File: src/verilog/pep_pkg.sv
// PBS processing element shared widths, key RAM map, opcodes and error flags
`default_nettype none

package pep_pkg;

  // ------------------------------------------------------------------------
  // Word and digit sizes
  // ------------------------------------------------------------------------
  localparam int Q_W = 16;
  localparam int B_W = 4;
  // Digits per operand
  localparam int LBY = Q_W / B_W;
  // Table index width, 16 entries
  localparam int N_W = 4;
  localparam int DST_W = 4;

  // ------------------------------------------------------------------------
  // Key RAM map
  // ------------------------------------------------------------------------
  localparam int KEY_ADDR_W = 6;
  localparam int KSK_BASE = 0;
  localparam int LUT_BASE = 32;

  typedef logic [Q_W-1:0] pep_word_t;
  typedef logic [DST_W-1:0] pep_dst_t;
  typedef logic [KEY_ADDR_W-1:0] key_addr_t;

  // Encoding 3 is left undefined and is rejected
  typedef enum logic [1:0] {
    OP_NOP = 2'd0,
    OP_KS  = 2'd1,
    OP_PBS = 2'd2
  } pbs_opcode_e;

  typedef struct packed {
    logic fifo_ovf;
    logic bad_op;
  } pep_error_t;

endpackage

`default_nettype wire

File: src/verilog/key_mem_if.sv
// Key RAM read channel between one requester and the shared arbiter
`timescale 1ns/1ns
`default_nettype none

interface key_mem_if;

  // Held by the requester until gnt
  logic                 req;
  pep_pkg::key_addr_t   addr;
  // One-cycle grant, data one cycle later
  logic                 gnt;
  logic                 rvld;
  pep_pkg::pep_word_t   rdata;

  modport requester (
    output req, addr,
    input  gnt, rvld, rdata
  );

  modport arbiter (
    input  req, addr,
    output gnt, rvld, rdata
  );

endinterface

`default_nettype wire

File: src/verilog/pep_op_if.sv
// Operation hand-off between pipeline stages with receiver-driven busy
`timescale 1ns/1ns
`default_nettype none

interface pep_op_if;

  // Single-cycle strobe, only while busy is low
  logic                  vld;
  pep_pkg::pbs_opcode_e  op;
  pep_pkg::pep_dst_t     dst_id;
  pep_pkg::pep_word_t    value;
  // Receiver occupied
  logic                  busy;

  modport src (
    output vld, op, dst_id, value,
    input  busy
  );

  modport dst (
    input  vld, op, dst_id, value,
    output busy
  );

endinterface

`default_nettype wire

File: src/verilog/key_ram_arbiter.sv
// Key RAM with write port and a round-robin shared registered read port
`timescale 1ns/1ns
`default_nettype none

module key_ram_arbiter (
  input  logic                clk,
  input  logic                s_rst_n,

  input  logic                key_wr_en,
  input  pep_pkg::key_addr_t  key_wr_addr,
  input  pep_pkg::pep_word_t  key_wr_data,

  key_mem_if.arbiter          ks_port,
  key_mem_if.arbiter          lut_port
);

  localparam int KEY_WORDS = 1 << pep_pkg::KEY_ADDR_W;

  pep_pkg::pep_word_t  key_mem [KEY_WORDS];
  pep_pkg::pep_word_t  rd_data_q;
  pep_pkg::key_addr_t  rd_addr;

  logic ks_gnt;
  logic lut_gnt;
  logic ks_rvld_q;
  logic lut_rvld_q;
  // Set when the lookup unit won last, so the key switch wins the next tie
  logic last_lut_q;

  // ------------------------------------------------------------------------
  // Grant
  // ------------------------------------------------------------------------
  always_comb begin
    if (ks_port.req && lut_port.req) begin
      ks_gnt  = last_lut_q;
      lut_gnt = !last_lut_q;
    end else begin
      ks_gnt  = ks_port.req;
      lut_gnt = lut_port.req;
    end
  end

  assign rd_addr = lut_gnt ? lut_port.addr : ks_port.addr;

  always_ff @(posedge clk) begin
    if (!s_rst_n) begin
      last_lut_q <= 1'b1;
      ks_rvld_q  <= 1'b0;
      lut_rvld_q <= 1'b0;
    end else begin
      ks_rvld_q  <= ks_gnt;
      lut_rvld_q <= lut_gnt;
      if (ks_gnt) begin
        last_lut_q <= 1'b0;
      end else if (lut_gnt) begin
        last_lut_q <= 1'b1;
      end
    end
  end

  // ------------------------------------------------------------------------
  // Storage
  // ------------------------------------------------------------------------
  always_ff @(posedge clk) begin
    if (key_wr_en) begin
      key_mem[key_wr_addr] <= key_wr_data;
    end
  end

  // Read on grant, so rdata lines up with rvld
  always_ff @(posedge clk) begin
    if (ks_gnt || lut_gnt) begin
      rd_data_q <= key_mem[rd_addr];
    end
  end

  assign ks_port.gnt    = ks_gnt;
  assign ks_port.rvld   = ks_rvld_q;
  assign ks_port.rdata  = rd_data_q;
  assign lut_port.gnt   = lut_gnt;
  assign lut_port.rvld  = lut_rvld_q;
  assign lut_port.rdata = rd_data_q;

endmodule

`default_nettype wire

File: src/verilog/pep_sequencer.sv
// Instruction sequencer with opcode check, FIFO, dispatch and error flags
`timescale 1ns/1ns
`default_nettype none

module pep_sequencer #(
  parameter int INST_FIFO_DEPTH = 8
) (
  input  logic                  clk,
  input  logic                  s_rst_n,

  input  logic                  inst_vld,
  input  pep_pkg::pbs_opcode_e  inst_op,
  input  pep_pkg::pep_dst_t     inst_dst,
  input  pep_pkg::pep_word_t    inst_operand,

  pep_op_if.src                 cmd,

  output pep_pkg::pep_error_t   error
);

  localparam int PTR_W = $clog2(INST_FIFO_DEPTH);
  localparam int CNT_W = $clog2(INST_FIFO_DEPTH + 1);

  pep_pkg::pbs_opcode_e  fifo_op  [INST_FIFO_DEPTH];
  pep_pkg::pep_dst_t     fifo_dst [INST_FIFO_DEPTH];
  pep_pkg::pep_word_t    fifo_val [INST_FIFO_DEPTH];

  logic [PTR_W-1:0] wr_ptr_q;
  logic [PTR_W-1:0] rd_ptr_q;
  logic [CNT_W-1:0] count_q;

  logic op_ok;
  logic op_bad;
  logic full;
  logic empty;
  logic fifo_wr;
  logic fifo_rd;
  logic vld_q;

  // ------------------------------------------------------------------------
  // Strobe check
  // ------------------------------------------------------------------------
  always_comb begin
    op_ok  = 1'b0;
    op_bad = 1'b0;
    if (inst_vld) begin
      case (inst_op)
        pep_pkg::OP_KS,
        pep_pkg::OP_PBS: op_ok = 1'b1;
        // NOP is dropped without a flag
        pep_pkg::OP_NOP: op_ok = 1'b0;
        default:         op_bad = 1'b1;
      endcase
    end
  end

  assign full    = (count_q == CNT_W'(INST_FIFO_DEPTH));
  assign empty   = (count_q == '0);
  assign fifo_wr = op_ok && !full;
  // Hold off one cycle after a pulse until busy has risen
  assign fifo_rd = !cmd.busy && !empty && !vld_q;

  always_ff @(posedge clk) begin
    if (fifo_wr) begin
      fifo_op[wr_ptr_q]  <= inst_op;
      fifo_dst[wr_ptr_q] <= inst_dst;
      fifo_val[wr_ptr_q] <= inst_operand;
    end
    if (fifo_rd) begin
      cmd.op     <= fifo_op[rd_ptr_q];
      cmd.dst_id <= fifo_dst[rd_ptr_q];
      cmd.value  <= fifo_val[rd_ptr_q];
    end
  end

  // ------------------------------------------------------------------------
  // Pointers, dispatch strobe and error flags
  // ------------------------------------------------------------------------
  always_ff @(posedge clk) begin
    if (!s_rst_n) begin
      wr_ptr_q <= '0;
      rd_ptr_q <= '0;
      count_q  <= '0;
      vld_q    <= 1'b0;
      error    <= '0;
    end else begin
      if (fifo_wr) begin
        wr_ptr_q <= (wr_ptr_q == PTR_W'(INST_FIFO_DEPTH - 1)) ? '0 : wr_ptr_q + 1'b1;
      end
      if (fifo_rd) begin
        rd_ptr_q <= (rd_ptr_q == PTR_W'(INST_FIFO_DEPTH - 1)) ? '0 : rd_ptr_q + 1'b1;
      end
      count_q        <= count_q + CNT_W'(fifo_wr) - CNT_W'(fifo_rd);
      vld_q          <= fifo_rd;
      error.fifo_ovf <= op_ok && full;
      error.bad_op   <= op_bad;
    end
  end

  assign cmd.vld = vld_q;

endmodule

`default_nettype wire

File: src/verilog/pep_key_switch.sv
// Key switch: digit decomposition and accumulation against KSK words
`timescale 1ns/1ns
`default_nettype none

module pep_key_switch (
  input  logic         clk,
  input  logic         s_rst_n,

  pep_op_if.dst        cmd_in,
  pep_op_if.src        cmd_out,

  key_mem_if.requester ksk_mem
);

  localparam int DIG_W = $clog2(pep_pkg::LBY);

  typedef enum logic [1:0] {
    KS_IDLE,
    KS_READ,
    KS_WAIT_DATA,
    KS_HANDOFF
  } ks_state_e;

  ks_state_e             state_q;
  pep_pkg::pbs_opcode_e  op_q;
  pep_pkg::pep_dst_t     dst_q;
  pep_pkg::pep_word_t    operand_q;
  pep_pkg::pep_word_t    acc_q;
  logic [DIG_W-1:0]      digit_q;
  logic [pep_pkg::B_W-1:0] cur_digit;
  logic                  accept;
  logic                  last_digit;
  logic                  handoff;

  assign accept     = (state_q == KS_IDLE) && cmd_in.vld;
  assign last_digit = (digit_q == DIG_W'(pep_pkg::LBY - 1));
  assign handoff    = (state_q == KS_HANDOFF) && !cmd_out.busy;
  // Digit j, least significant first
  assign cur_digit  = operand_q[digit_q*pep_pkg::B_W +: pep_pkg::B_W];

  // Free again in the hand-off cycle
  assign cmd_in.busy = (state_q != KS_IDLE) && !handoff;

  assign ksk_mem.req  = (state_q == KS_READ);
  assign ksk_mem.addr = pep_pkg::key_addr_t'(pep_pkg::KSK_BASE)
                      + pep_pkg::key_addr_t'(digit_q);

  // ------------------------------------------------------------------------
  // FSM
  // ------------------------------------------------------------------------
  always_ff @(posedge clk) begin
    if (!s_rst_n) begin
      state_q <= KS_IDLE;
      digit_q <= '0;
    end else begin
      case (state_q)
        KS_IDLE: begin
          if (cmd_in.vld) begin
            state_q <= KS_READ;
            digit_q <= '0;
          end
        end
        KS_READ: if (ksk_mem.gnt) state_q <= KS_WAIT_DATA;
        KS_WAIT_DATA: begin
          if (ksk_mem.rvld) begin
            state_q <= last_digit ? KS_HANDOFF : KS_READ;
            digit_q <= digit_q + 1'b1;
          end
        end
        default: if (handoff) state_q <= KS_IDLE;
      endcase
    end
  end

  // Operand, tag and running sum mod 2^Q_W
  always_ff @(posedge clk) begin
    if (accept) begin
      operand_q <= cmd_in.value;
      op_q      <= cmd_in.op;
      dst_q     <= cmd_in.dst_id;
      acc_q     <= '0;
    end else if (state_q == KS_WAIT_DATA && ksk_mem.rvld) begin
      acc_q <= acc_q + cur_digit * ksk_mem.rdata;
    end
  end

  assign cmd_out.vld    = handoff;
  assign cmd_out.op     = op_q;
  assign cmd_out.dst_id = dst_q;
  assign cmd_out.value  = acc_q;

endmodule

`default_nettype wire

File: src/verilog/pep_lut_rotate.sv
// Mod switch to a table index, bootstrap table lookup and result output
`timescale 1ns/1ns
`default_nettype none

module pep_lut_rotate (
  input  logic                clk,
  input  logic                s_rst_n,

  pep_op_if.dst               cmd_in,
  key_mem_if.requester        lut_mem,

  output logic                res_vld,
  output pep_pkg::pep_dst_t   res_dst,
  output pep_pkg::pep_word_t  res_data
);

  localparam int ROUND_BIT = pep_pkg::Q_W - pep_pkg::N_W - 1;

  typedef enum logic [1:0] {
    LUT_IDLE,
    LUT_READ,
    LUT_WAIT_DATA,
    LUT_RESULT
  } lut_state_e;

  lut_state_e            state_q;
  pep_pkg::pep_dst_t     dst_q;
  // Key-switched value, then the table word for PBS
  pep_pkg::pep_word_t    data_q;
  pep_pkg::pep_word_t    rounded;
  logic [pep_pkg::N_W-1:0] lut_idx;

  // Round to nearest, top bits wrap mod 2^N_W
  assign rounded = data_q + (pep_pkg::pep_word_t'(1) << ROUND_BIT);
  assign lut_idx = rounded[pep_pkg::Q_W-1 -: pep_pkg::N_W];

  assign lut_mem.req  = (state_q == LUT_READ);
  assign lut_mem.addr = pep_pkg::key_addr_t'(pep_pkg::LUT_BASE)
                      + pep_pkg::key_addr_t'(lut_idx);

  always_ff @(posedge clk) begin
    if (!s_rst_n) begin
      state_q <= LUT_IDLE;
    end else begin
      case (state_q)
        LUT_IDLE: begin
          if (cmd_in.vld) begin
            state_q <= (cmd_in.op == pep_pkg::OP_PBS) ? LUT_READ : LUT_RESULT;
          end
        end
        LUT_READ:      if (lut_mem.gnt) state_q <= LUT_WAIT_DATA;
        LUT_WAIT_DATA: if (lut_mem.rvld) state_q <= LUT_RESULT;
        default:       state_q <= LUT_IDLE;
      endcase
    end
  end

  always_ff @(posedge clk) begin
    if (state_q == LUT_IDLE && cmd_in.vld) begin
      data_q <= cmd_in.value;
      dst_q  <= cmd_in.dst_id;
    end else if (state_q == LUT_WAIT_DATA && lut_mem.rvld) begin
      data_q <= lut_mem.rdata;
    end
  end

  assign cmd_in.busy = (state_q != LUT_IDLE);
  assign res_vld     = (state_q == LUT_RESULT);
  assign res_dst     = dst_q;
  assign res_data    = data_q;

endmodule

`default_nettype wire

File: src/verilog/pep_core.sv
// PBS processing element top: sequencer, key switch, lookup unit and key RAM
`timescale 1ns/1ns
`default_nettype none

module pep_core #(
  parameter int INST_FIFO_DEPTH = 8
) (
  input  logic                  clk,
  input  logic                  s_rst_n,

  // Instruction strobe
  input  logic                  inst_vld,
  input  pep_pkg::pbs_opcode_e  inst_op,
  input  pep_pkg::pep_dst_t     inst_dst,
  input  pep_pkg::pep_word_t    inst_operand,

  // Key RAM load
  input  logic                  key_wr_en,
  input  pep_pkg::key_addr_t    key_wr_addr,
  input  pep_pkg::pep_word_t    key_wr_data,

  // Results in issue order
  output logic                  res_vld,
  output pep_pkg::pep_dst_t     res_dst,
  output pep_pkg::pep_word_t    res_data,

  output pep_pkg::pep_error_t   error
);

  pep_op_if  seq_ks ();
  pep_op_if  ks_lut ();
  key_mem_if ks_mem ();
  key_mem_if lut_mem ();

  // ------------------------------------------------------------------------
  // Pipeline stages
  // ------------------------------------------------------------------------
  pep_sequencer #(
    .INST_FIFO_DEPTH (INST_FIFO_DEPTH)
  ) pep_sequencer_i (
    .clk          (clk),
    .s_rst_n      (s_rst_n),
    .inst_vld     (inst_vld),
    .inst_op      (inst_op),
    .inst_dst     (inst_dst),
    .inst_operand (inst_operand),
    .cmd          (seq_ks.src),
    .error        (error)
  );

  pep_key_switch pep_key_switch_i (
    .clk     (clk),
    .s_rst_n (s_rst_n),
    .cmd_in  (seq_ks.dst),
    .cmd_out (ks_lut.src),
    .ksk_mem (ks_mem.requester)
  );

  pep_lut_rotate pep_lut_rotate_i (
    .clk      (clk),
    .s_rst_n  (s_rst_n),
    .cmd_in   (ks_lut.dst),
    .lut_mem  (lut_mem.requester),
    .res_vld  (res_vld),
    .res_dst  (res_dst),
    .res_data (res_data)
  );

  // Shared key RAM
  key_ram_arbiter key_ram_arbiter_i (
    .clk         (clk),
    .s_rst_n     (s_rst_n),
    .key_wr_en   (key_wr_en),
    .key_wr_addr (key_wr_addr),
    .key_wr_data (key_wr_data),
    .ks_port     (ks_mem.arbiter),
    .lut_port    (lut_mem.arbiter)
  );

endmodule

`default_nettype wire

File: config.mk
export PLATFORM = sky130hd
export DESIGN_NAME = pep_core
export DESIGN_NICKNAME = d
export VERILOG_FILES = /design/src/verilog/pep_pkg.sv /design/src/verilog/key_mem_if.sv /design/src/verilog/pep_op_if.sv /design/src/verilog/key_ram_arbiter.sv /design/src/verilog/pep_sequencer.sv /design/src/verilog/pep_key_switch.sv /design/src/verilog/pep_lut_rotate.sv /design/src/verilog/pep_core.sv
export SDC_FILE = /design/constraint.sdc
export NUM_CORES = 1
export LEC_CHECK = 0
export ABC_AREA = 1
export BUFFER_PORTS_ARGS = -buffer_cell sky130_fd_sc_hd__buf_2
export CORE_ASPECT_RATIO = 0.9
export CORE_MARGIN = 1
export CORE_UTILIZATION = 30
export CTS_CLUSTER_SIZE = 40
export DETAILED_ROUTE_END_ITERATION = 10
export MAX_ROUTING_LAYER = met4
export PLACE_DENSITY = 0.48
export SYNTH_ARGS = -nofsm -noshare
export SYNTH_HDL_FRONTEND = slang
export SYNTH_SLANG_ARGS = --single-unit
File: constraint.sdc
create_clock -name clk -period 4 [get_ports clk]
set_clock_uncertainty 0.15 [all_clocks]
set_input_delay 0.2 -clock clk [delete_from_list [all_inputs] [get_ports clk]]
set_output_delay 0.2 -clock clk [all_outputs]
set_load 0.1 [all_outputs]
* Word-level counts from Yosys, hierarchy flattened *
Memory sizes are Yosys's and may differ from the RTL's. A register that Yosys moved wholly into a read port is not among the register bits.
Index checks and enable logic that the tools add are counted.

cells by class
  reductions and logical operators = 35
  eq/ne operators = 19
  mux-type cells = 30
  $add $sub $neg = 8
  $mul = 1
  shift-type cells = 1

operators with widths
  cell                      number
  $mux W16                  2
  $mux W2                   11
  $add A16 B12 Y16 const B  1
  $add A16 B16 Y16          1
  $mul A4 B16 Y16           1
  $shiftx A16 B5 Y4         1
  $eq A2 B2 Y1 const B      7
  $pmux W2 S3               2
  $logic_and A1 B1 Y1       11
  $mux W1                   11
  $reduce_bool A2 Y1        5
  $ne A2 B2 Y1 const B      4
  $logic_not A1 Y1          7
  $add A3 B1 Y3 const B     2
  $add A6 B4 Y6 const A     1
  $eq A2 B1 Y1 const B      3
  $eq A3 B3 Y1 const B      2
  $logic_not A2 Y1          3
  $mux W3                   2
  $mux W6                   1
  $reduce_and A3 Y1         2
  $add A4 B1 Y4             1
  $eq A4 B4 Y1 const B      1
  $logic_not A4 Y1          1
  10 further kinds          11

word-level totals
  bits in writable memories = 1,200
  memories kept = 4
  bits in registers = 80
  input bits = 48

memory list
  memory                     words  bits a word  rd ports  clocked after Yosys merged registers in  write ports  RTL line               text
  key_ram_arbiter_i.key_mem  64     16           1         1                                        1            key_ram_arbiter.sv:19  pep_pkg::pep_word_t key_mem [KEY_WORDS];
  pep_sequencer_i.fifo_val   8      16           1         1                                        1            pep_sequencer.sv:26    pep_pkg::pep_word_t fifo_val [INST_FIFO_DEPTH];
  pep_sequencer_i.fifo_dst   8      4            1         1                                        1            pep_sequencer.sv:25    pep_pkg::pep_dst_t fifo_dst [INST_FIFO_DEPTH];
  pep_sequencer_i.fifo_op    8      2            1         1                                        1            pep_sequencer.sv:24    pep_pkg::pbs_opcode_e fifo_op [INST_FIFO_DEPTH];

* Depth between registers and ports, before layout *
Gate-level depths: netlist of the first run.

  depth in word-level cells = 9
  depth in mapped cells = 25

* Modules after synthesis *
A second synthesis of the first run with hierarchy kept.

second synthesis, totals
  cells, all modules = 5,895
  area, all modules = 59,673.5 µm²

modules (own cells, without submodules)
  module           cells each  seq. area each (µm²)  times used  area each (µm²)
  key_ram_arbiter  4,437       31,290.0              1           45,710.1
  pep_sequencer    884         6,206.0               1           9,039.9
  pep_key_switch   491         1,061.0               1           3,791.1
  pep_lut_rotate   83          640.6                 1           1,132.3

* Least setup slack after synthesis of the first run *
No wires, ideal clock.

  path kind = register -> register
  start point = reg pep_key_switch_i.digit_q[0]
  end point = reg pep_key_switch_i.acc_q[8] (netlist: pep_key_switch_i.cmd_out.value[8])
  arrival = 3.886 ns
  cell stages (with the launch flop) = 20
  clock period less this slack = 4.152 ns
  buffers on the path = 1
  data required time = 3.735 ns
  slack = -0.152 ns
  cell sequence = dfxtp_1 clkinv_1 nand2_1 nand3_1 nand2_1 clkbuf_1 nor2_1 fa_1 fa_1 inv_1 fa_1 inv_1 ha_1 a21oi_1 o21ai_0 a21oi_1 o21ai_0 xor2_1 o21ai_0 inv_1

on the way
  word-level cells in the longest chain between the ends = 3

ends and longest elaborated chain
  what                    RTL line              text
  from (decl)             pep_key_switch.sv:29  logic [DIG_W-1:0] digit_q;
  from (signal assigned)  pep_key_switch.sv:67  digit_q <= digit_q + 1'b1;
  $shiftx A16 B5 Y4       pep_key_switch.sv:39  assign cur_digit = operand_q[digit_q*pep_pkg::B_W +: pep_pkg::B_W];
  $mul A4 B16 Y16         pep_key_switch.sv:83  acc_q <= acc_q + cur_digit * ksk_mem.rdata;
  $add A16 B16 Y16        pep_key_switch.sv:83
  to (signal assigned)    pep_key_switch.sv:83
  to (decl)               pep_key_switch.sv:28  pep_pkg::pep_word_t acc_q;

Every way passes these cells.
A chain may end at the register's enable or synchronous reset.

* Final worst setup path of the first run *
  start point = reg pep_key_switch_i.digit_q[0]
  end point = reg pep_key_switch_i.acc_q[13] (netlist: pep_key_switch_i.cmd_out.value[13])

The elaborated chain is that of the path after synthesis.

==> run summary, run 1 <==
DRT Wirelength -> 66880 um
fraction of layout instances using a drive strength above 1 -> 15.64%
CTS Buf Count -> 69
Die Ht -> 284.2 um
post-synthesis cell count -> 2311
Core Area -> 0.08763 mm^2
starting DRC count in detailed routing -> 1053
clk slew on worst S/H paths -> 60 ps
pre-CTS WS -> -306.4 ps
post-synthesis mux area share -> 0%
Yosys cell types -> 38
Seq/Total Area, Yosys -> 68.03%
Clock Tree Buf Depth -> 3
clk root buf -> clkbuf_16
Critical Path RT -> 4400 ps
Final nets -> 2628
Post-Synth XOR/XNOR Area -> 0.3959%
Setup-failing EPs final -> 0
max-cap viol count -> 0
Yosys reg bits -> 614
synth-to-layout area growth -> 20.09%
hold_ws -> 102.0 ps
nature of the critical path endpoint -> flip-flop
pin count of the biggest net entering global routing -> 91
Slew Viols, Final -> 0
post-synthesis simple-gate area fraction -> 14.97%
Hold Vio Cnt, Final -> 0
clock latency at the later pin of the worst-skew pair -> 610 ps
Initial DRT Pass Iterations -> 7
outcome -> finished, final reports clean
cell taking the most area after synthesis -> edfxtp_1
Synth Area per Inst -> 11.49 um^2
Area contributors post-synth -> edfxtp_1 65%, nand2_1 6.4%, nor2_1 4.2%
Primary FF master, synth -> edfxtp_1
Num Clock Sinks -> 614
vias in the first global route -> 17318
Synth Area in Compound Gates -> 6.835%
Ports -> 71
Total GRT Usage -> 15.30%
FP Rows -> 103
fillers -> 8516
RSZ-0062 raised after global routing -> yes
post-DP HPWL -> 40620 um
Setup TNS -> 0 ps
Overall Power -> 29.01 mW
DR vias -> 17313
Syn Nets -> 2435
worst-path fanout max -> 5
total gr overflow -> 0
Die ar. -> 0.08967 mm^2
first-pass GRT wire length -> 102600 um
Slew @ Worst Pin -> 865.2 ps
Initial Util -> 30.29%
largest family of logic cells by synthesized area -> simple AND/OR/NAND/NOR gates
HP Class -> in -> reg
CP startpoint kind -> flip-flop
Crit Path Class -> reg -> reg
crit path time final -> 3994 ps
Routed Antenna Nets -> 0
Yosys top cell area share -> 65.16%
post-route setup slack -> 5.622 ps
WP data arrival -> 4390 ps
Avg WL per Cell -> 18.00 um
GP Congestion -> 0.8284
synth warn -> 0
Tcrit/Tclk final -> 99.86%
most frequent cells after synthesis -> 576 x edfxtp_1, 455 x nand2_1, 294 x nor2_1, 218 x inv_1, 186 x nand3_1
Via-to-Cell Ratio -> 4.660
LEAKAGE -> 11.93 nW
initial antenna violation count -> 2
EDFF count, synth -> 576
Post-Synth Adder-Cell Area -> 4.685%
storage element area -> 0.01806 mm^2
Post-Syn Area -> 0.02654 mm^2
DRC Markers -> 0
CTS H-tree lvls -> 3
peak supply drop -> 1.060 mV
multi-input logic area -> 0.007619 mm^2
cell area power density -> 910.0 mW/mm^2
die width -> 315.5 um
Peak Freq -> 250.4 MHz
most common cell in the netlist -> edfxtp_1
CTS tree -> yes
port bufs -> 70
FFs w/ async S/R, synth -> 0%
slew margin rel. -> 42.32%
-- per-stage QoR --
| stage | utilization (%) | area [um^2] | std cells |
|---|---|---|---|
| 3_5_place_dp | 32.79 | 28740 | 3534 |
| 6_report | 36.38 | 31880 | 3715 |
| 2_1_floorplan | - | 26560 | 2311 |
| 4_1_cts | 36.03 | 31580 | 3708 |
| 3_3_place_gp | 32.79 | 28740 | 3534 |
| 5_1_grt | 36.38 | 31880 | 3715 |
-- final cells by class --
class | instances | area share (%)
clock inverters | 30 | 0.9067
clock buffers | 95 | 5.789
flip-flops and latches | 614 | 56.66
diodes | 2 | 0.01570
multi-input cells | 1365 | 23.90
well taps | 1155 | 4.533
inverters | 228 | 2.708
repair buffers | 226 | 5.483
-- kinds of logic after synthesis --
kind of cell             after synthesis
buffers and inverters                332
XOR/XNOR                              12
flip-flops                           614
AO/OA/AOI/OAI                        308
AND/OR/NAND/NOR                      969
adder cells (fa/ha/maj)               76
-- worst paths after layout --
check | startpoint | endpoint | slack, ps | cells past startpoint
worst max register to register | pep_key_switch_i.digit_q[0]$_SDFFE_PN0P_ | pep_key_switch_i.cmd_out.value[13]$_SDFFE_PP0P_ | 6 | 21
worst max-delay path | pep_key_switch_i.digit_q[0]$_SDFFE_PN0P_ | pep_key_switch_i.cmd_out.value[13]$_SDFFE_PP0P_ | 6 | 21
worst min register to register | pep_key_switch_i.cmd_out.dst_id[3]$_DFFE_PP_ | pep_lut_rotate_i.res_dst[3]$_DFFE_PP_ | 270 | 0
worst min-delay path | key_wr_addr[1] | key_ram_arbiter_i.key_mem[42][14]$_DFFE_PP_ | 100 | 3
-- flip-flops by register name, summed over array words and instances (netlist names), 3 cells and up --
name / count
pep_lut_rotate_i.res_data: 16
pep_sequencer_i.cmd.value: 16
pep_key_switch_i.operand_q: 16
key_ram_arbiter_i.key_mem: 320
pep_lut_rotate_i.res_dst: 4
pep_sequencer_i.cmd.dst_id: 4
pep_sequencer_i.count_q: 4
pep_key_switch_i.cmd_out.value: 16
key_ram_arbiter_i.ks_port.rdata: 16
pep_sequencer_i.fifo_op: 16
pep_key_switch_i.cmd_out.dst_id: 4
pep_sequencer_i.fifo_dst: 32
pep_sequencer_i.rd_ptr_q: 3
pep_sequencer_i.fifo_val: 128
pep_sequencer_i.wr_ptr_q: 3
-- layout by cell type (no fill, tap or decap), drive strengths merged, types with 3 or more instances in the layout --
cell type    netlist  routed
bufinv             0       3
xnor2              6       6
a31oi             23      23
inv              222     227
o22ai             27      27
nand3b            11      11
fa                39      39
clkbuf            60      96
clkinv             6      28
or2               15      15
nand2            460     460
a21o               4       4
xor2               6       6
buf               44     179
o21ai            148     148
nor2             295     295
o211ai            64      64
edfxtp           576     576
nand3            186     186
dfxtp             38      38
ha                37      37
dlygate4sd3        0      46
a21oi             31      31
-- power by group --
| part | internal [mW] | switching, mW | total [mW] |
|---|---|---|---|
| clock network | 3.46 | 2.54 | 6.00 |
| logic | 6.11 | 8.85 | 15.0 |
| registers | 7.81 | 0.235 | 8.05 |
-- what timing repair did --
action | in CTS | in global routing
endpoints found under the setup margin | 10 | 10
cloned | 0 | 1
pin swaps | 13 | 18
buffers inserted | 3 | 4
resized for setup | 55 | 70
hold buffers | 46 | 0
hold endpoints to repair | 521 | 0
-- routing by layer --
| layer | part of all wire, % | GRT usage, % | vias to the layer above |
|---|---|---|---|
| met2 | 49 | 25.09 | 298 |
| met3 | 3.4 | 2.218 | 108 |
| met1 | 45 | 19.48 | 8559 |
| met4 | 2.5 | 4.710 | 0 |
| li1 | - | - | 8348 |
| met5 | 0 | - | - |
-- critical path, cell delays in order (launching register included) --
cell and delay, ps:
dfxtp_4 370, buf_6 120, nand2_2 60, nand3_4 90, nand2_4 80, buf_12 140
buf_6 130, nor2_2 100, fa_1 440, fa_1 490, inv_1 50, fa_1 470
inv_1 60, ha_4 280, nand2_1 70, buf_4 150, nor2_4 100, nand3_1 100
a31o_2 250, nand3_1 70, o211ai_1 100, inv_1 60
Note: power is estimated with default switching activity, not from simulation.
==> inputs of run 2 (changes only) <==
--- a/config.mk
+++ b/config.mk
@@ -14,6 +14,7 @@
 export DETAILED_ROUTE_END_ITERATION = 10
 export MAX_ROUTING_LAYER = met4
 export PLACE_DENSITY = 0.48
+export SETUP_SLACK_MARGIN = 0.2
 export SYNTH_ARGS = -nofsm -noshare
 export SYNTH_HDL_FRONTEND = slang
 export SYNTH_SLANG_ARGS = --single-unit
==> run summary, run 2 (synthesis results as in run 1) <==
outcome -> finished, final reports clean (unchanged)
CTS tree -> yes (unchanged)
Num Clock Sinks -> 614 (unchanged)
Initial Util -> 30.29% (unchanged)
CP startpoint kind -> flip-flop (unchanged)
commonest non-fill, non-tap cell in the layout -> edfxtp_1 (unchanged)
Buf/Inv on CP -> 7 (unchanged)
DR vias -> 17310 (was 17313)
clk slew on worst S/H paths -> 60 ps (about the same)
Final nets -> 2626 (was 2628)
HP Class -> in -> reg (unchanged)
Total GRT Usage -> 15.56% (was 15.30%)
post-route setup slack -> 57.31 ps (was 5.622 ps)
DRT Wirelength -> 67210 um (was 66880 um)
Core Area -> 0.08763 mm^2 (unchanged)
max-cap viol count -> 0 (unchanged)
starting DRC count in detailed routing -> 923 (was 1053)
delay-heaviest family, CP -> adder cells (unchanged)
RSZ-0062 raised after global routing -> yes (unchanged)
Biggest register -> key_ram_arbiter_i.key_mem (unchanged)
Stages on worst setup path -> 22 (was 21)
final instance area -> 0.03190 mm^2 (was 0.03188 mm^2)
LEAKAGE -> 11.96 nW (was 11.93 nW)
Slew @ Worst Pin -> 1013 ps (was 865.2 ps)
Hold Path Cell Cnt -> 3 (unchanged)
CTS Buf Count -> 69 (unchanged)
Overall Power -> 28.69 mW (was 29.01 mW)
Slew Viols, Final -> 0 (unchanged)
most frequent cells in the layout -> 576 x edfxtp_1, 436 x nand2_1, 260 x nor2_1 (was 576 x edfxtp_1, 437 x nand2_1, 260 x nor2_1)
Initial DRT Pass Iterations -> 7 (unchanged)
Clock Tree Buf Depth -> 3 (unchanged)
cell area power density -> 899.4 mW/mm^2 (was 910.0 mW/mm^2)
peak supply drop -> 1.065 mV (was 1.060 mV)
total gr overflow -> 0 (unchanged)
pre-CTS WS -> -149.7 ps (was -306.4 ps)
fraction of layout instances using a drive strength above 1 -> 15.79% (was 15.64%)
Tcrit/Tclk final -> 98.57% (was 99.86%)
met1 Track Usage GR -> 20.04% (was 19.48%)
Ports -> 71 (unchanged)
clk root buf -> clkbuf_16 (unchanged)
clock latency at the later pin of the worst-skew pair -> 610 ps (about the same)
CTS H-tree lvls -> 3 (unchanged)
port bufs -> 70 (unchanged)
Routed Antenna Nets -> 0 (unchanged)
Via-to-Cell Ratio -> 4.658 (was 4.660)
DRC Markers -> 0 (unchanged)
GP Congestion -> 0.8320 (was 0.8284)
hold_ws -> 106.0 ps (was 102.0 ps)
Critical Path RT -> 4340 ps (was 4400 ps)
Largest regs -> key_ram_arbiter_i.key_mem: 320 flops, pep_sequencer_i.fifo_val: 128 flops, pep_sequencer_i.fifo_dst: 32 flops (unchanged)
Post-Route Utilization -> 36.41% (was 36.38%)
synth-to-layout area growth -> 20.19% (was 20.09%)
Die ar. -> 0.08967 mm^2 (unchanged)
R2R Setup Slk -> 60 ps (was 6 ps)
WP data arrival -> 4290 ps (was 4390 ps)
Crit Path Class -> reg -> reg (unchanged)
nature of the critical path endpoint -> flip-flop (unchanged)
Hold Vio Cnt, Final -> 0 (unchanged)
most used cell, CP -> nand2_1
max reg flops -> 320 (unchanged)
slew margin rel. -> 32.24% (was 42.32%)
die width -> 315.5 um (unchanged)
vias in the first global route -> 17402 (was 17318)
Setup-failing EPs final -> 0 (unchanged)
post-DP HPWL -> 40780 um (was 40620 um)
initial antenna violation count -> 3 (was 2)
FP Rows -> 103 (unchanged)
met3 GRT Util -> 2.196% (was 2.218%)
worst-path fanout max -> 11 (was 5)
Die Ht -> 284.2 um (unchanged)
fillers -> 8589 (was 8516)
Avg WL per Cell -> 18.09 um (was 18.00 um)
crit-path cells -> buf_6 -> nand2_1 -> nand3_2 -> nand2_2 -> buf_12 -> inv_2 -> nand2_1 -> fa_1 -> fa_1 -> fa_1 -> inv_2 -> ha_4 -> buf_4 -> nand2_1 -> nor2_1 -> a21oi_2 -> o21ai_2 -> inv_1 -> nand3_1 -> nand3_1 -> nand2_1 -> inv_1 (was buf_6 -> nand2_2 -> nand3_4 -> nand2_4 -> buf_12 -> buf_6 -> nor2_2 -> fa_1 -> fa_1 -> inv_1 -> fa_1 -> inv_1 -> ha_4 -> nand2_1 -> buf_4 -> nor2_4 -> nand3_1 -> a31o_2 -> nand3_1 -> o211ai_1 -> inv_1)
Placed Area -> 0.02878 mm^2 (was 0.02874 mm^2)
crit path time final -> 3943 ps (was 3994 ps)
Critical-path top delay cell -> fa_1 (unchanged)
pin count of the biggest net entering global routing -> 76 (was 91)
Peak Freq -> 253.6 MHz (was 250.4 MHz)
worst r2r path cells -> 22 (was 21)
global-route met2 utilization -> 25.23% (was 25.09%)
gr busiest metal -> met2 (unchanged)
first-pass GRT wire length -> 103800 um (was 102600 um)
delay of the slowest cell on the worst path -> 540 ps (was 490 ps)
==> run 2: cell types whose count changed in the layout (fill, tap and decap cells not counted), sizes merged <==
cell         previous run  this run
diode                   2         3
dlygate4sd3            46        42
bufinv                  3         1
clkinvlp                0         3
nand2                 460       461
clkinv                 28        34
clkbuf                 96        90
buf                   179       181
==> run 2: layout make-up <==
type / count / area, um^2 / share of cell area [%]
antenna: 3 / 7.507 / 0.02353
clock buffer: 90 / 1878 / 5.887
clock inverter: 37 / 271.5 / 0.8510
inverter: 228 / 865.8 / 2.714
multi-input combinational: 1366 / 7655 / 23.99
sequential: 614 / 18060 / 56.61
tap: 1155 / 1445 / 4.530
timing repair buffer: 223 / 1719 / 5.388
==> run 2: per-stage QoR <==
stage / TNS [ps] / std cells
final: 0 / 3716
after global routing: -917.0 / 3716
after CTS: 0 / 3710
after detailed placement: -1018 / 3531
after global placement: -183.9 / 3531
after floorplan: 0 / 2311
==> run 2: tightest hold or removal path, cell delays in order <==
cell	delay, ps
buf_2	130
nand3_1	150
nor2_1	170
==> run 2: where the power goes <==
part / leakage [nW] / switching [mW] / internal, mW
Sequential: 5.52 / 0.241 / 7.81
Clock: 1.04 / 2.60 / 3.41
Combinational: 5.40 / 8.64 / 5.98
==> run 2: final timing paths <==
kind                                             from                                               to
max          pep_key_switch_i.digit_q[0]$_SDFFE_PN0P_  pep_key_switch_i.cmd_out.value[15]$_SDFFE_PP0P_
min                                    key_wr_addr[1]       key_ram_arbiter_i.key_mem[42][6]$_DFFE_PP_
max reg2reg  pep_key_switch_i.digit_q[0]$_SDFFE_PN0P_  pep_key_switch_i.cmd_out.value[15]$_SDFFE_PP0P_
min reg2reg   pep_sequencer_i.cmd.dst_id[1]$_DFFE_PP_     pep_key_switch_i.cmd_out.dst_id[1]$_DFFE_PP_
==> run 2: routing by layer <==
layer / routed length, um / share of wire, %
met4: 1836 / 2.7
met2: 32390 / 48
met1: 30620 / 46
met5: 0 / 0
met3: 2361 / 3.5
==> run 2: repair_timing <==
action / in CTS / in global routing
hold buffers: 42 / 0
endpoints found under the hold margin: 509 / 0
cloned: 2 / 0
pin swaps: 29 / 10
endpoints found under the setup margin: 11 / 11
gates resized for setup: 70 / 31
buffers inserted: 8 / 3
==> inputs of run 3 (changes only) <==
--- a/config.mk
+++ b/config.mk
@@ -13,7 +13,6 @@
 export CTS_CLUSTER_SIZE = 40
 export DETAILED_ROUTE_END_ITERATION = 10
 export MAX_ROUTING_LAYER = met4
-export PLACE_DENSITY = 0.48
 export SETUP_SLACK_MARGIN = 0.2
 export SYNTH_ARGS = -nofsm -noshare
 export SYNTH_HDL_FRONTEND = slang
==> run summary, run 3 (synthesis results as in run 1) <==
max reg flops -> 320 (unchanged)
Final Non-Filler Cells -> 3707 (was 3716)
HP Class -> in -> reg (unchanged)
worst r2r path cells -> 22 (unchanged)
clk slew on worst S/H paths -> 60 ps (about the same)
Reg power frac -> 27.9% (was 28.1%)
Core Area -> 0.08763 mm^2 (unchanged)
CP startpoint kind -> flip-flop (unchanged)
post-DP HPWL -> 37730 um (was 40780 um)
Crit Path Class -> reg -> reg (unchanged)
vias in the first global route -> 17007 (was 17402)
DR vias -> 17349 (was 17310)
nature of the critical path endpoint -> flip-flop (unchanged)
first-pass GRT wire length -> 98550 um (was 103800 um)
outcome -> finished with violations (was finished, final reports clean)
Die Ht -> 284.2 um (unchanged)
post-route setup slack -> -16.24 ps (was 57.31 ps)
LEAKAGE -> 11.94 nW (was 11.96 nW)
Biggest register -> key_ram_arbiter_i.key_mem (unchanged)
cell area power density -> 904.5 mW/mm^2 (was 899.4 mW/mm^2)
Avg WL per Cell -> 17.09 um (was 18.09 um)
die width -> 315.5 um (unchanged)
final instance area -> 0.03196 mm^2 (was 0.03190 mm^2)
Tcrit/Tclk final -> 100.4% (was 98.57%)
commonest non-fill, non-tap cell in the layout -> edfxtp_1 (unchanged)
synth-to-layout area growth -> 20.40% (was 20.19%)
met3 GRT Util -> 2.349% (was 2.196%)
pin count of the biggest net entering global routing -> 91 (was 76)
Setup-failing EPs final -> 2 (was 0)
failing checks -> DRC, setup timing
Initial DRT Pass Iterations -> 9 (was 7)
internal power -> 17.37 mW (was 17.20 mW)
fraction of layout instances using a drive strength above 1 -> 15.11% (was 15.79%)
Initial Util -> 30.29% (unchanged)
slew margin rel. -> 21.76% (was 32.24%)
peak supply drop -> 1.047 mV (was 1.065 mV)
Clk network pwr share -> 21.4% (was 21.0%)
met1 Track Usage GR -> 19.30% (was 20.04%)
Psw -> 11.53 mW (was 11.49 mW)
Setup TNS -> -27.03 ps (was 0 ps)
Post-Route Utilization -> 36.47% (was 36.41%)
gr busiest metal -> met2 (unchanged)
port bufs -> 70 (unchanged)
Routed Antenna Nets -> 0 (unchanged)
FP Rows -> 103 (unchanged)
Via-to-Cell Ratio -> 4.680 (was 4.658)
clock latency at the later pin of the worst-skew pair -> 620 ps (was 610 ps)
RSZ-0062 raised after global routing -> yes (unchanged)
worst-path fanout max -> 8 (was 11)
Peak Freq -> 249.0 MHz (was 253.6 MHz)
GP Congestion -> 0.8642 (was 0.8320)
Total GRT Usage -> 14.58% (was 15.56%)
Critical Path RT -> 4340 ps (about the same)
switch share -> 39.89% (was 40.04%)
starting DRC count in detailed routing -> 1236 (was 923)
pre-CTS WS -> -133.9 ps (was -149.7 ps)
DRC Markers -> 3 (was 0)
max-cap viol count -> 0 (unchanged)
Cells after DPL -> 3517 (was 3531)
Hold Vio Cnt, Final -> 0 (unchanged)
Clock Tree Buf Depth -> 3 (unchanged)
total gr overflow -> 0 (unchanged)
CTS tree -> yes (unchanged)
Num Clock Sinks -> 614 (unchanged)
Slew @ Worst Pin -> 1172 ps (was 1013 ps)
Ports -> 71 (unchanged)
Die ar. -> 0.08967 mm^2 (unchanged)
DRT Wirelength -> 63370 um (was 67210 um)
most frequent cells in the layout -> 576 x edfxtp_1, 443 x nand2_1, 262 x nor2_1 (was 576 x edfxtp_1, 436 x nand2_1, 260 x nor2_1)
crit path time final -> 4016 ps (was 3943 ps)
CTS Buf Count -> 69 (unchanged)
initial antenna violation count -> 4 (was 3)
Placed Area -> 0.02873 mm^2 (was 0.02878 mm^2)
Slew Viols, Final -> 0 (unchanged)
global-route met2 utilization -> 23.02% (was 25.23%)
Largest regs -> key_ram_arbiter_i.key_mem: 320 flops, pep_sequencer_i.fifo_val: 128 flops, pep_sequencer_i.fifo_dst: 32 flops (unchanged)
WP data arrival -> 4350 ps (was 4290 ps)
Final nets -> 2617 (was 2626)
CTS H-tree lvls -> 3 (unchanged)
Hold Path Cell Cnt -> 3 (unchanged)
Combinational Power Share -> 50.7% (was 51.0%)
clk root buf -> clkbuf_16 (unchanged)
## run 3: worst paths after layout
path,slack [ps],end,from
worst min register to register,270,pep_lut_rotate_i.res_dst[3]$_DFFE_PP_,pep_key_switch_i.cmd_out.dst_id[3]$_DFFE_PP_
worst max-delay path,-20,pep_key_switch_i.cmd_out.value[12]$_SDFFE_PP0P_,pep_key_switch_i.digit_q[0]$_SDFFE_PN0P_
worst max register to register,-20,pep_key_switch_i.cmd_out.value[12]$_SDFFE_PP0P_,pep_key_switch_i.digit_q[0]$_SDFFE_PN0P_
worst min-delay path,180,key_ram_arbiter_i.key_mem[43][3]$_DFFE_PP_,key_wr_en
## run 3: power by group through the flow
stage | Combinational, mW | Clock, mW | Sequential, mW
global placement | 12.0 | 0 | 8.18
CTS | 14.0 | 6.31 | 8.06
global route | 16.4 | 6.55 | 8.11
finish | 14.7 | 6.18 | 8.07
floorplan | 8.23 | 0 | 8.19
detailed placement | 12.1 | 0 | 8.19
## run 3: cell type report
cell class                      count  area, um^2
Multi-Input combinational cell   1365        7629
Clock inverter                     37       401.6
Tap cell                         1155        1445
Sequential cell                   614       18060
Inverter                          228       865.8
Fill cell                        8535       55680
Clock buffer                       89        1833
Timing Repair Buffer              214        1704
Timing Repair inverter              1       6.256
Antenna cell                        4       10.01
## run 3: per-layer routing
layer / vias up / wire length (um)
met5: - / 0
met4: 0 / 1411
met3: 105 / 3661
met2: 437 / 29920
met1: 8477 / 28370
li1: 8330 / -
## run 3: critical path, stage by stage (launching register included)
cell     delay (ps)
dfxtp_4         410
buf_6           130
nand2_2          50
nand3_2          70
nand2_2          60
buf_12          140
buf_12          140
nor2_4           70
fa_1            440
fa_1            500
inv_1            50
fa_1            470
inv_1            60
ha_4            310
nand2_4          80
o21ai_4         170
nand2_1          90
nand3_2         110
nand3_1          80
nand2_1          80
a21oi_1          60
o21ai_1          90
o21ai_1          70
## run 3: repair_timing
item                       4_1_cts  5_1_grt
hold endpoints to repair       518        0
pin swaps                       32       16
setup buffers                   12        2
hold buffers                    45        0
gates resized for setup         80       21
gates cloned                     1        0
setup endpoints to repair       11       12
## run 3: per-stage QoR
| step | power, mW | hold WS (ps) |
|---|---|---|
| final | 28.91 | 183.2 |
| after global routing | 31.03 | 227.6 |
| after CTS | 28.35 | 151.6 |
| after detailed placement | 20.25 | 254.5 |
| after global placement | 20.15 | 250.4 |
| after floorplan | 16.42 | 148.9 |
